## src/rtl/exec_pkg.sv

```systemverilog
`default_nettype none

package exec_pkg;

    // Data word width of the RV32 datapath
    localparam int XLEN = 32;

    // Full data word
    typedef logic [XLEN-1:0] word_t;

    // PC without its two always-zero low bits
    typedef logic [XLEN-3:0] pc_word_t;

    // Architectural register index
    typedef logic [4:0] reg_idx_t;

    // CSR address space
    typedef logic [11:0] csr_idx_t;

    // CSR immediate from the rs1 field
    typedef logic [4:0] zimm_t;

    // ALU operand A source
    typedef enum logic [1:0] {
        ALU_OP1_SRC_RS1  = 2'd0,
        ALU_OP1_SRC_PC   = 2'd1,
        ALU_OP1_SRC_CSR  = 2'd2,
        ALU_OP1_SRC_ZERO = 2'd3
    } alu_op1_src_e;

    // ALU operand B source
    typedef enum logic [1:0] {
        ALU_OP2_SRC_RS1  = 2'd0,
        ALU_OP2_SRC_RS2  = 2'd1,
        ALU_OP2_SRC_IMM  = 2'd2,
        ALU_OP2_SRC_FOUR = 2'd3
    } alu_op2_src_e;

    // RV32I integer operations
    // Codes 10 to 15 are unused and give zero
    typedef enum logic [3:0] {
        ALU_OP_ADD  = 4'd0,
        ALU_OP_SUB  = 4'd1,
        ALU_OP_SLL  = 4'd2,
        ALU_OP_SLT  = 4'd3,
        ALU_OP_SLTU = 4'd4,
        ALU_OP_XOR  = 4'd5,
        ALU_OP_SRL  = 4'd6,
        ALU_OP_SRA  = 4'd7,
        ALU_OP_OR   = 4'd8,
        ALU_OP_AND  = 4'd9
    } alu_op_e;

    // Branch conditions
    // NEVER marks instructions that do not branch
    typedef enum logic [2:0] {
        CMP_OP_EQ    = 3'd0,
        CMP_OP_NE    = 3'd1,
        CMP_OP_LT    = 3'd2,
        CMP_OP_GE    = 3'd3,
        CMP_OP_LTU   = 3'd4,
        CMP_OP_GEU   = 3'd5,
        CMP_OP_NEVER = 3'd6
    } cmp_op_e;

    // CSR operand source, register or immediate form
    typedef enum logic {
        CSR_OP_SRC_RS1  = 1'b0,
        CSR_OP_SRC_ZIMM = 1'b1
    } csr_op_src_e;

    // CSR read-modify-write kind
    typedef enum logic [1:0] {
        CSR_ALU_OP_PASSTHRU = 2'd0,
        CSR_ALU_OP_BITSET   = 2'd1,
        CSR_ALU_OP_BITCLEAR = 2'd2
    } csr_alu_op_e;

endpackage

`default_nettype wire

```

## src/rtl/exec_alu.sv

```systemverilog
`timescale 1ns/1ps
`default_nettype none

module exec_alu (
    input  exec_pkg::word_t   operand_a,
    input  exec_pkg::word_t   operand_b,
    input  exec_pkg::alu_op_e alu_op,
    output exec_pkg::word_t   alu_result
);
    import exec_pkg::*;

    // Shift amount from the low five bits of B
    logic [4:0] shamt;

    // Comparison flags for SLT and SLTU
    logic       lt_signed;
    logic       lt_unsigned;

    assign shamt       = operand_b[4:0];
    assign lt_signed   = $signed(operand_a) < $signed(operand_b);
    assign lt_unsigned = operand_a < operand_b;

    always_comb begin
        case (alu_op)
            ALU_OP_ADD: begin
                alu_result = operand_a + operand_b;
            end
            ALU_OP_SUB: begin
                alu_result = operand_a - operand_b;
            end
            ALU_OP_SLL: begin
                alu_result = operand_a << shamt;
            end
            // Set-less-than results are zero or one
            ALU_OP_SLT: begin
                alu_result = {{(XLEN-1){1'b0}}, lt_signed};
            end
            ALU_OP_SLTU: begin
                alu_result = {{(XLEN-1){1'b0}}, lt_unsigned};
            end
            ALU_OP_XOR: begin
                alu_result = operand_a ^ operand_b;
            end
            ALU_OP_SRL: begin
                alu_result = operand_a >> shamt;
            end
            // Arithmetic shift keeps the sign bit
            ALU_OP_SRA: begin
                alu_result = word_t'($signed(operand_a) >>> shamt);
            end
            ALU_OP_OR: begin
                alu_result = operand_a | operand_b;
            end
            ALU_OP_AND: begin
                alu_result = operand_a & operand_b;
            end
            // Unused op codes
            default: begin
                alu_result = '0;
            end
        endcase
    end

endmodule

`default_nettype wire

```

## src/rtl/exec_branch_comparator.sv

```systemverilog
`timescale 1ns/1ps
`default_nettype none

module exec_branch_comparator (
    input  exec_pkg::word_t   rs1_val,
    input  exec_pkg::word_t   rs2_val,
    input  exec_pkg::cmp_op_e cmp_op,
    output logic              branch_taken
);
    import exec_pkg::*;

    // Three base relations, the rest are negations
    logic equal;
    logic lt_signed;
    logic lt_unsigned;

    assign equal       = rs1_val == rs2_val;
    assign lt_signed   = $signed(rs1_val) < $signed(rs2_val);
    assign lt_unsigned = rs1_val < rs2_val;

    always_comb begin
        case (cmp_op)
            CMP_OP_EQ:  branch_taken = equal;
            CMP_OP_NE:  branch_taken = !equal;
            CMP_OP_LT:  branch_taken = lt_signed;
            CMP_OP_GE:  branch_taken = !lt_signed;
            CMP_OP_LTU: branch_taken = lt_unsigned;
            CMP_OP_GEU: branch_taken = !lt_unsigned;
            // Non-branch instructions never take
            CMP_OP_NEVER: begin
                branch_taken = 1'b0;
            end
            // Spare encoding
            default: begin
                branch_taken = 1'b0;
            end
        endcase
    end

endmodule

`default_nettype wire

```

## src/rtl/exec_csr_updater.sv

```systemverilog
`timescale 1ns/1ps
`default_nettype none

module exec_csr_updater (
    input  exec_pkg::word_t       rs1_val,
    input  exec_pkg::zimm_t       csr_zimm,
    input  exec_pkg::word_t       csr_old_val,
    input  exec_pkg::csr_op_src_e csr_op_src,
    input  exec_pkg::csr_alu_op_e csr_alu_op,
    output exec_pkg::word_t       csr_new_val
);
    import exec_pkg::*;

    // Operand for the write, set or clear
    word_t csr_operand;

    // Register form or zero-extended immediate form
    always_comb begin
        case (csr_op_src)
            CSR_OP_SRC_RS1: begin
                csr_operand = rs1_val;
            end
            CSR_OP_SRC_ZIMM: begin
                csr_operand = {{(XLEN-$bits(zimm_t)){1'b0}}, csr_zimm};
            end
            default: begin
                csr_operand = rs1_val;
            end
        endcase
    end

    // CSRRW writes, CSRRS sets bits, CSRRC clears bits
    always_comb begin
        case (csr_alu_op)
            CSR_ALU_OP_PASSTHRU: csr_new_val = csr_operand;
            CSR_ALU_OP_BITSET:   csr_new_val = csr_old_val | csr_operand;
            CSR_ALU_OP_BITCLEAR: csr_new_val = csr_old_val & ~csr_operand;
            // Fourth encoding
            default: begin
                csr_new_val = '0;
            end
        endcase
    end

endmodule

`default_nettype wire

```

## src/rtl/exec_stage.sv

```systemverilog
`timescale 1ns/1ps
`default_nettype none

module exec_stage (
    input  logic                   clk,
    input  logic                   rst_n,

    // Decode side
    input  logic                   d_valid,
    input  exec_pkg::pc_word_t     d_pc_word,
    input  exec_pkg::word_t        d_rs1_val,
    input  exec_pkg::word_t        d_rs2_val,
    input  exec_pkg::word_t        d_immediate,
    input  exec_pkg::word_t        d_csr_old_val,
    input  exec_pkg::zimm_t        d_csr_zimm,
    input  exec_pkg::alu_op1_src_e d_alu_op1_src,
    input  exec_pkg::alu_op2_src_e d_alu_op2_src,
    input  exec_pkg::alu_op_e      d_alu_op,
    input  exec_pkg::cmp_op_e      d_cmp_op,
    input  exec_pkg::csr_op_src_e  d_csr_op_src,
    input  exec_pkg::csr_alu_op_e  d_csr_alu_op,
    input  exec_pkg::reg_idx_t     d_rd_idx,
    input  logic                   d_rd_we,
    input  exec_pkg::csr_idx_t     d_csr_idx,

    // Hazard unit
    input  logic                   e_stall,
    input  logic                   e_flush,

    // Toward memory stage
    output logic                   e_valid,
    output exec_pkg::pc_word_t     e_pc_word,
    output exec_pkg::reg_idx_t     e_rd_idx,
    output logic                   e_rd_we,
    output exec_pkg::csr_idx_t     e_csr_idx,
    output exec_pkg::word_t        e_csr_old_val,
    output exec_pkg::word_t        e_csr_new_val,
    output exec_pkg::word_t        e_alu_result,
    output exec_pkg::word_t        e_rs2_val,
    output logic                   e_branch_taken
);
    import exec_pkg::*;

    // Input flops holding the decode item
    logic         valid_q;
    pc_word_t     pc_word_q;
    word_t        rs1_val_q;
    word_t        rs2_val_q;
    word_t        immediate_q;
    word_t        csr_old_val_q;
    zimm_t        csr_zimm_q;
    alu_op1_src_e alu_op1_src_q;
    alu_op2_src_e alu_op2_src_q;
    alu_op_e      alu_op_q;
    cmp_op_e      cmp_op_q;
    csr_op_src_e  csr_op_src_q;
    csr_alu_op_e  csr_alu_op_q;
    reg_idx_t     rd_idx_q;
    logic         rd_we_q;
    csr_idx_t     csr_idx_q;

    // Selected ALU operands
    word_t        operand_a;
    word_t        operand_b;

    // Valid bit, cleared by reset, frozen while stalled
    always_ff @(posedge clk) begin
        if (!rst_n) begin
            valid_q <= 1'b0;
        end else if (!e_stall) begin
            valid_q <= d_valid;
        end
    end

    // Payload captured on every unstalled edge
    always_ff @(posedge clk) begin
        if (!e_stall) begin
            pc_word_q     <= d_pc_word;
            rs1_val_q     <= d_rs1_val;
            rs2_val_q     <= d_rs2_val;
            immediate_q   <= d_immediate;
            csr_old_val_q <= d_csr_old_val;
            csr_zimm_q    <= d_csr_zimm;
            alu_op1_src_q <= d_alu_op1_src;
            alu_op2_src_q <= d_alu_op2_src;
            alu_op_q      <= d_alu_op;
            cmp_op_q      <= d_cmp_op;
            csr_op_src_q  <= d_csr_op_src;
            csr_alu_op_q  <= d_csr_alu_op;
            rd_idx_q      <= d_rd_idx;
            rd_we_q       <= d_rd_we;
            csr_idx_q     <= d_csr_idx;
        end
    end

    // Operand A, the PC form rebuilds the byte address
    always_comb begin
        case (alu_op1_src_q)
            ALU_OP1_SRC_RS1:  operand_a = rs1_val_q;
            ALU_OP1_SRC_PC:   operand_a = {pc_word_q, 2'b00};
            ALU_OP1_SRC_CSR:  operand_a = csr_old_val_q;
            ALU_OP1_SRC_ZERO: operand_a = '0;
            default:          operand_a = '0;
        endcase
    end

    // Operand B, FOUR serves the link address
    always_comb begin
        case (alu_op2_src_q)
            ALU_OP2_SRC_RS1:  operand_b = rs1_val_q;
            ALU_OP2_SRC_RS2:  operand_b = rs2_val_q;
            ALU_OP2_SRC_IMM:  operand_b = immediate_q;
            ALU_OP2_SRC_FOUR: operand_b = word_t'(4);
            default:          operand_b = '0;
        endcase
    end

    exec_alu u_alu (
        .operand_a  (operand_a),
        .operand_b  (operand_b),
        .alu_op     (alu_op_q),
        .alu_result (e_alu_result)
    );

    exec_branch_comparator u_branch_comparator (
        .rs1_val      (rs1_val_q),
        .rs2_val      (rs2_val_q),
        .cmp_op       (cmp_op_q),
        .branch_taken (e_branch_taken)
    );

    exec_csr_updater u_csr_updater (
        .rs1_val     (rs1_val_q),
        .csr_zimm    (csr_zimm_q),
        .csr_old_val (csr_old_val_q),
        .csr_op_src  (csr_op_src_q),
        .csr_alu_op  (csr_alu_op_q),
        .csr_new_val (e_csr_new_val)
    );

    // Strobe killed by flush, held off during stall
    assign e_valid = valid_q && !e_stall && !e_flush;

    // Fields forwarded unchanged to later stages
    assign e_pc_word     = pc_word_q;
    assign e_rd_idx      = rd_idx_q;
    assign e_rd_we       = rd_we_q;
    assign e_csr_idx     = csr_idx_q;
    assign e_csr_old_val = csr_old_val_q;
    assign e_rs2_val     = rs2_val_q;

endmodule

`default_nettype wire

```

## config.mk

```make
export PLATFORM = sky130hd
export DESIGN_NAME = exec_stage
export DESIGN_NICKNAME = d
export VERILOG_FILES = /design/src/rtl/exec_pkg.sv /design/src/rtl/exec_alu.sv /design/src/rtl/exec_branch_comparator.sv /design/src/rtl/exec_csr_updater.sv /design/src/rtl/exec_stage.sv
export SDC_FILE = /design/constraint.sdc
export NUM_CORES = 1
export LEC_CHECK = 0
export BUFFER_PORTS_ARGS = -buffer_cell sky130_fd_sc_hd__buf_4
export CORE_ASPECT_RATIO = 1.5
export CORE_MARGIN = 2
export CORE_UTILIZATION = 30
export DETAILED_ROUTE_END_ITERATION = 10
export PLACE_DENSITY = 0.58
export SLEW_MARGIN = 30
export SYNTH_ARGS = -nofsm -noshare
export SYNTH_HDL_FRONTEND = slang
export SYNTH_SLANG_ARGS = --single-unit
```

## constraint.sdc

```tcl
create_clock -name clk -period 7.41 [get_ports clk]
set_input_delay 0.3705 -clock clk [delete_from_list [all_inputs] [get_ports clk]]
set_output_delay 0.3705 -clock clk [all_outputs]
set_load 0.005 [all_outputs]
```

Word-level counts from Yosys, hierarchy flattened
Cells that the tools add are included.

storage, ports and cells
  latch bits = 0
  output and inout bits = 178
  bits in read-only memories = 0
  bits in registers = 196
  memories = 0
  RAM bits = 0

cells by class
  $mul = 0
  div/mod/pow operators = 0
  bitwise operators = 7
  shift-type cells = 3
  eq/ne operators = 23
  muxes and demuxes = 6
  add/subtract/negate cells = 2
  reductions and logical operators = 12
  magnitude comparators = 4

operators with widths
  operator                                                               count
  32-bit one-hot mux with 10 select lines                                1
  32-bit one-hot mux with 4 select lines                                 2
  32-bit < comparator                                                    4
  32-bit one-hot mux with 3 select lines                                 1
  32-bit bitwise AND                                                     2
  32-bit bitwise OR                                                      2
  32-bit one-hot mux with 2 select lines                                 1
  32-bit adder                                                           1
  32-bit equality test                                                   1
  32-bit inverter                                                        1
  32-bit by 5-bit left shift with 32-bit output                          1
  32-bit by 5-bit right shift with 32-bit output                         1
  32-bit by 5-bit >>> shifter with 32-bit output                         1
  32-bit subtractor                                                      1
  32-bit XOR                                                             1
  4-bit by 3-bit equality test with 1-bit output, second input constant  4
  2-bit equality test, second input constant                             5
  4-bit by 2-bit equality test with 1-bit output, second input constant  2
  4-bit equality test, second input constant                             2
  2-bit by 1-bit equality test with 1-bit output, second input constant  3
  3-bit by 2-bit equality test with 1-bit output, second input constant  2
  3-bit equality test, second input constant                             2
  2-bit zero test                                                        3
  1-bit one-hot mux with 6 select lines                                  1
  other kinds (7)                                                        12

Longest topological paths before layout
  depth in word-level cells = 5
  gate-level depth with buffers = 18

Hierarchy
Synthesis repeated with hierarchy kept, for this count alone.

unflattened totals
  cells, all modules = 1,911
  area total of the unflattened synthesis = 17,214.0 um^2

modules (own cells, without submodules)
  module                  area each (um^2)  cells an instance  sequential area each (um^2)  times used
  exec_alu                8,064.0           1,287              0.0                          1
  exec_stage              7,345.8           353                5,875.6                      1
  exec_branch_comparator  913.4             127                0.0                          1
  exec_csr_updater        890.9             144                0.0                          1

Worst setup path after synthesis
OpenSTA, ideal clock, no wires.

  kind = input port to flip-flop
  start = input port e_stall
  end = register alu_op1_src_q[0], enable pin
  setup time = 546 ps
  stages = 1
  data required time = 6,864 ps
  arrival = 4,129 ps
  buffers on the path = 0
  setup slack = 2,735 ps
  path through = inv_1

RTL lines
  item                  line              source
  start, declared       exec_stage.sv:27  input logic e_stall,
  end signal, assigned  exec_stage.sv:84  alu_op1_src_q <= d_alu_op1_src;
  end, declared         exec_stage.sv:52  alu_op1_src_e alu_op1_src_q;

No word-level cell between the ends.

Final worst setup path
  start = register alu_op1_src_q[0]
  end = output port e_alu_result[31]

between the ends
  word-level cells in the longest chain between the ends = 4
  elaborated cells on any way between the ends = 14
  classes of those cells = add/sub (2); eq/ne (3); shift (3); mux (2); bitwise (3); reduce/logical (1)

RTL lines
  item                                         line              source
  2-bit equality test (tied with other cells)  exec_stage.sv:98  case (alu_op1_src_q)
  32-bit one-hot mux with 4 select lines *     exec_stage.sv:98
  32-bit subtractor (tied with other cells)    exec_alu.sv:29    alu_result = operand_a - operand_b;
  32-bit one-hot mux with 10 select lines *    exec_alu.sv:24    case (alu_op)
  end, declared                                exec_stage.sv:38  output exec_pkg::word_t e_alu_result,

Mark *: on every way between the ends. The rest lies on a longest branch, timed or not.

==> results.json <==
{
  "status": "finished clean",
  "worstHoldPathType": "primary input to register",
  "seqPwrFrac_pct": 31.5,
  "core_um2": 57000,
  "p_comb_share_pct": 48.0,
  "intPower_uw": 2640,
  "grt_max_degree": 146,
  "fin_hold_ws_ns": 0.0838,
  "worst_setup_path_end_kind": "output port",
  "nets": 2522,
  "hold_end": "immediate_q[21]$_DFFE_PN_",
  "final_cell_mix": "buf_4 (415), mux2i_1 (211), edfxtp_1 (195)",
  "cts.sinks": 196,
  "utilization_pct": 37.7,
  "synth.top_cell.area_share_pct": 33.8,
  "synth_seq_area_share_pct": 33.9,
  "ys_warn_count": 0,
  "wl_per_cell_um": 27.0,
  "drive_gt1_share_pct": 22.7,
  "rows": 107,
  "placed_area_um2": 20900,
  "finClkSkew_ns": 0,
  "fmax_mhz": 162,
  "clock_insertion_delay_worst_skew_ns": 0.45,
  "die_h_um": 298,
  "crit_path_start_kind": "register",
  "cts.path.max_buffers": 2,
  "track_usage_pct": 25.9,
  "async_flop_share_pct": 0,
  "path_clk_slew_ns": 0.08,
  "r2r_start": "valid_q$_SDFFE_PN0N_",
  "gp_congestion": 1.01,
  "pwr_density_cell_nw_per_um2": 210,
  "cts-resized-gates": 0,
  "viasPerCell": 5.72,
  "min_from": "d_immediate[21]",
  "syn-instance-count": 1886,
  "pwr-share-clk_pct": 20.5,
  "switching_share_pct": 41.6,
  "syn_nets": 2217,
  "p_leak_uw": 0.00931,
  "remaining_drc_errors": 0,
  "syn_area_per_cell_um2": 9.19,
  "relSlewSlack_pct": 30.2,
  "port_buffers": 377,
  "initial_core_util_pct": 30.4,
  "final_cell_area_um2": 21500,
  "area_growth_syn_to_layout_pct": 24.0,
  "synth_cell_type_count": 83,
  "cp_cell_sequence": "buf_4 > mux2i_1 > a2bb2oi_1 > inv_1 > ha_1 > and2_1 > nand2_1 > o31ai_1 > or3b_1 > a21oi_1 > o31ai_1 > a211o_1 > a31oi_1 > o211ai_1 > buf_4",
  "final_common_cell": "buf_4",
  "tns_ns": 0,
  "synth-edff-count": 195,
  "die-width_um": 200,
  "syn_area_um2": 17300,
  "cp_max_fo": 20,
  "period_share_pct": 83.3,
  "min_delay_path_depth": 1,
  "tightest_slew_ns": 1.04,
  "ios": 378,
  "regToRegEndpoint": "valid_q$_SDFFE_PN0N_",
  "cp.required_ns": 7.04,
  "antenna_found_initial": 3,
  "reg2reg_depth": 2,
  "crit_arrival_ns": 5.80,
  "path_class": "register to output port",
  "htreeDepth": 4,
  "rsz0062_at_grt": "no",
  "yosysTopAreaCell": "edfxtp_1",
  "synth_top_cells_by_area": "edfxtp_1 (34%), mux2i_1 (12%), ha_1 (9.3%)",
  "first_pass_iters": 6,
  "reg2reg_slack_ns": 6.82,
  "holdBufCountCts": 0,
  "cts_tree": "built",
  "drt_iter0_markers": 1392,
  "ir_drop_mv": 0.273,
  "maxCapViolCount": 0,
  "synth_seq_cells": 196,
  "dieArea_um2": 59800,
  "dp_hpwl_um": 64200,
  "cts_buffers": 17,
  "grt_pass1_wl_um": 116000,
  "cp_slowest_cell": "edfxtp_1",
  "grt_pass1_vias": 17273,
  "synth_flop_cell": "edfxtp_1",
  "critPathMaxStageDelay_ns": 0.91,
  "fillers": 5862,
  "finalCriticalPeriod_ns": 6.17,
  "root_buffer": "clkbuf_16",
  "setup_viol": 0,
  "ant_nets": 0,
  "post_cts_buffers": 0,
  "vias": 16978,
  "maxSlewViolCount": 0,
  "wirelength_um": 80200,
  "netSwitchingPower_uw": 1880,
  "grt-ovfl-total": 0,
  "finalHoldViolCount": 0
}
sequential cells by signal, summed over array words and instances (netlist names), 3 cells and up:
signal,flops
e_pc_word,30
e_rs2_val,32
e_csr_old_val,32
csr_zimm_q,5
immediate_q,32
e_csr_idx,12
alu_op_q,4
e_rd_idx,5
rs1_val_q,32
cmp_op_q,3
kinds of logic after synthesis:
| group | count (synthesis) | share of synthesized area, % |
|---|---|---|
| and+or+nand+nor | 460 | 12.5 |
| DFF | 196 | 33.9 |
| xor gates and xnor gates | 19 | 0.960 |
| buffers and inverters | 259 | 6.03 |
| muxes | 230 | 13.5 |
| adders and majority gates | 131 | 9.54 |
| AOI/OAI and AO/OA | 591 | 23.6 |
worst max-delay path, delay by kind of cell (launching register included):
family	cells	cell delay, ns
AND/OR/NAND/NOR	3	0.73
flip-flops	1	0.91
buffers and inverters	3	0.81
AO/OA/AOI/OAI	7	2.13
adder cells (fa/ha/maj)	1	0.49
multiplexers	1	0.27
power by group through the flow:
stage	logic, uW	registers (uW)	clock network [uW]
final	2170	1420	927
after floorplan	1280	1400	0
after global routing	2310	1430	982
after detailed placement	2120	1440	0
after CTS	2130	1420	944
after global placement	2120	1440	0
worst max-delay path by stage:
| stage | from | to | slack [ns] | cells after the start |
|---|---|---|---|---|
| 3_5_place_dp | alu_op1_src_q[0]$_DFFE_PN_ | e_alu_result[31] | 1.96 | 15 |
| 4_1_cts | alu_op1_src_q[0]$_DFFE_PN_ | e_alu_result[31] | 1.45 | 15 |
| 2_1_floorplan | e_stall | alu_op1_src_q[0]$_DFFE_PN_ | 2.74 | 1 |
| 3_3_place_gp | alu_op1_src_q[0]$_DFFE_PN_ | e_alu_result[2] | 2.07 | 11 |
| 6_report | alu_op1_src_q[0]$_DFFE_PN_ | e_alu_result[31] | 1.24 | 15 |
| 5_1_grt | alu_op1_src_q[0]$_DFFE_PN_ | e_alu_result[30] | 1.10 | 15 |
layer usage:
| metal | up-vias | wire, um | GRT usage [%] | share of wire, % |
|---|---|---|---|---|
| met4 | 0 | 4880 | 15.1 | 6.1 |
| met1 | 8241 | 30500 | 29.8 | 38 |
| met3 | 187 | 5240 | 4.56 | 6.5 |
| met5 | - | 0 | 0 | 0 |
| met2 | 863 | 39600 | 45.3 | 49 |
| li1 | 7687 | - | - | - |
Yosys cell counts (20+ instances only):
library cell  count
nand4_1          20
nor2b_1          44
a21oi_1         108
o211ai_1         27
a22o_1           27
a211oi_1         25
nor3_1           26
nand3_1          30
mux2i_1         211
nand2_1         119
edfxtp_1        195
o22ai_1          29
clkbuf_1         82
ha_1            129
inv_1           127
a21o_1           34
o21ai_0         125
nor2_1          158
buf_2            23
final cells by class:
type	count	area, um2	share of cell area [%]
Tap cell	763	955	4.44
Clock inverter	11	129	0.599
Sequential cell	196	5880	27.3
Inverter	130	500	2.33
Multi-Input combinational cell	1431	10500	48.8
Antenna cell	3	7.51	0.0349
Clock buffer	19	433	2.01
Timing Repair Buffer	415	3120	14.5
metrics by stage:
| step | setup slack [ns] | total power (uW) | std cells |
|---|---|---|---|
| detailed placement | 1.96 | 3560 | 2935 |
| CTS | 1.45 | 4490 | 2965 |
| global placement | 2.07 | 3570 | 2935 |
| global route | 1.10 | 4720 | 2968 |
| finish | 1.24 | 4520 | 2968 |
| floorplan | 2.74 | 2680 | 1886 |
No activity file was read; power rests on OpenSTA's default activity.
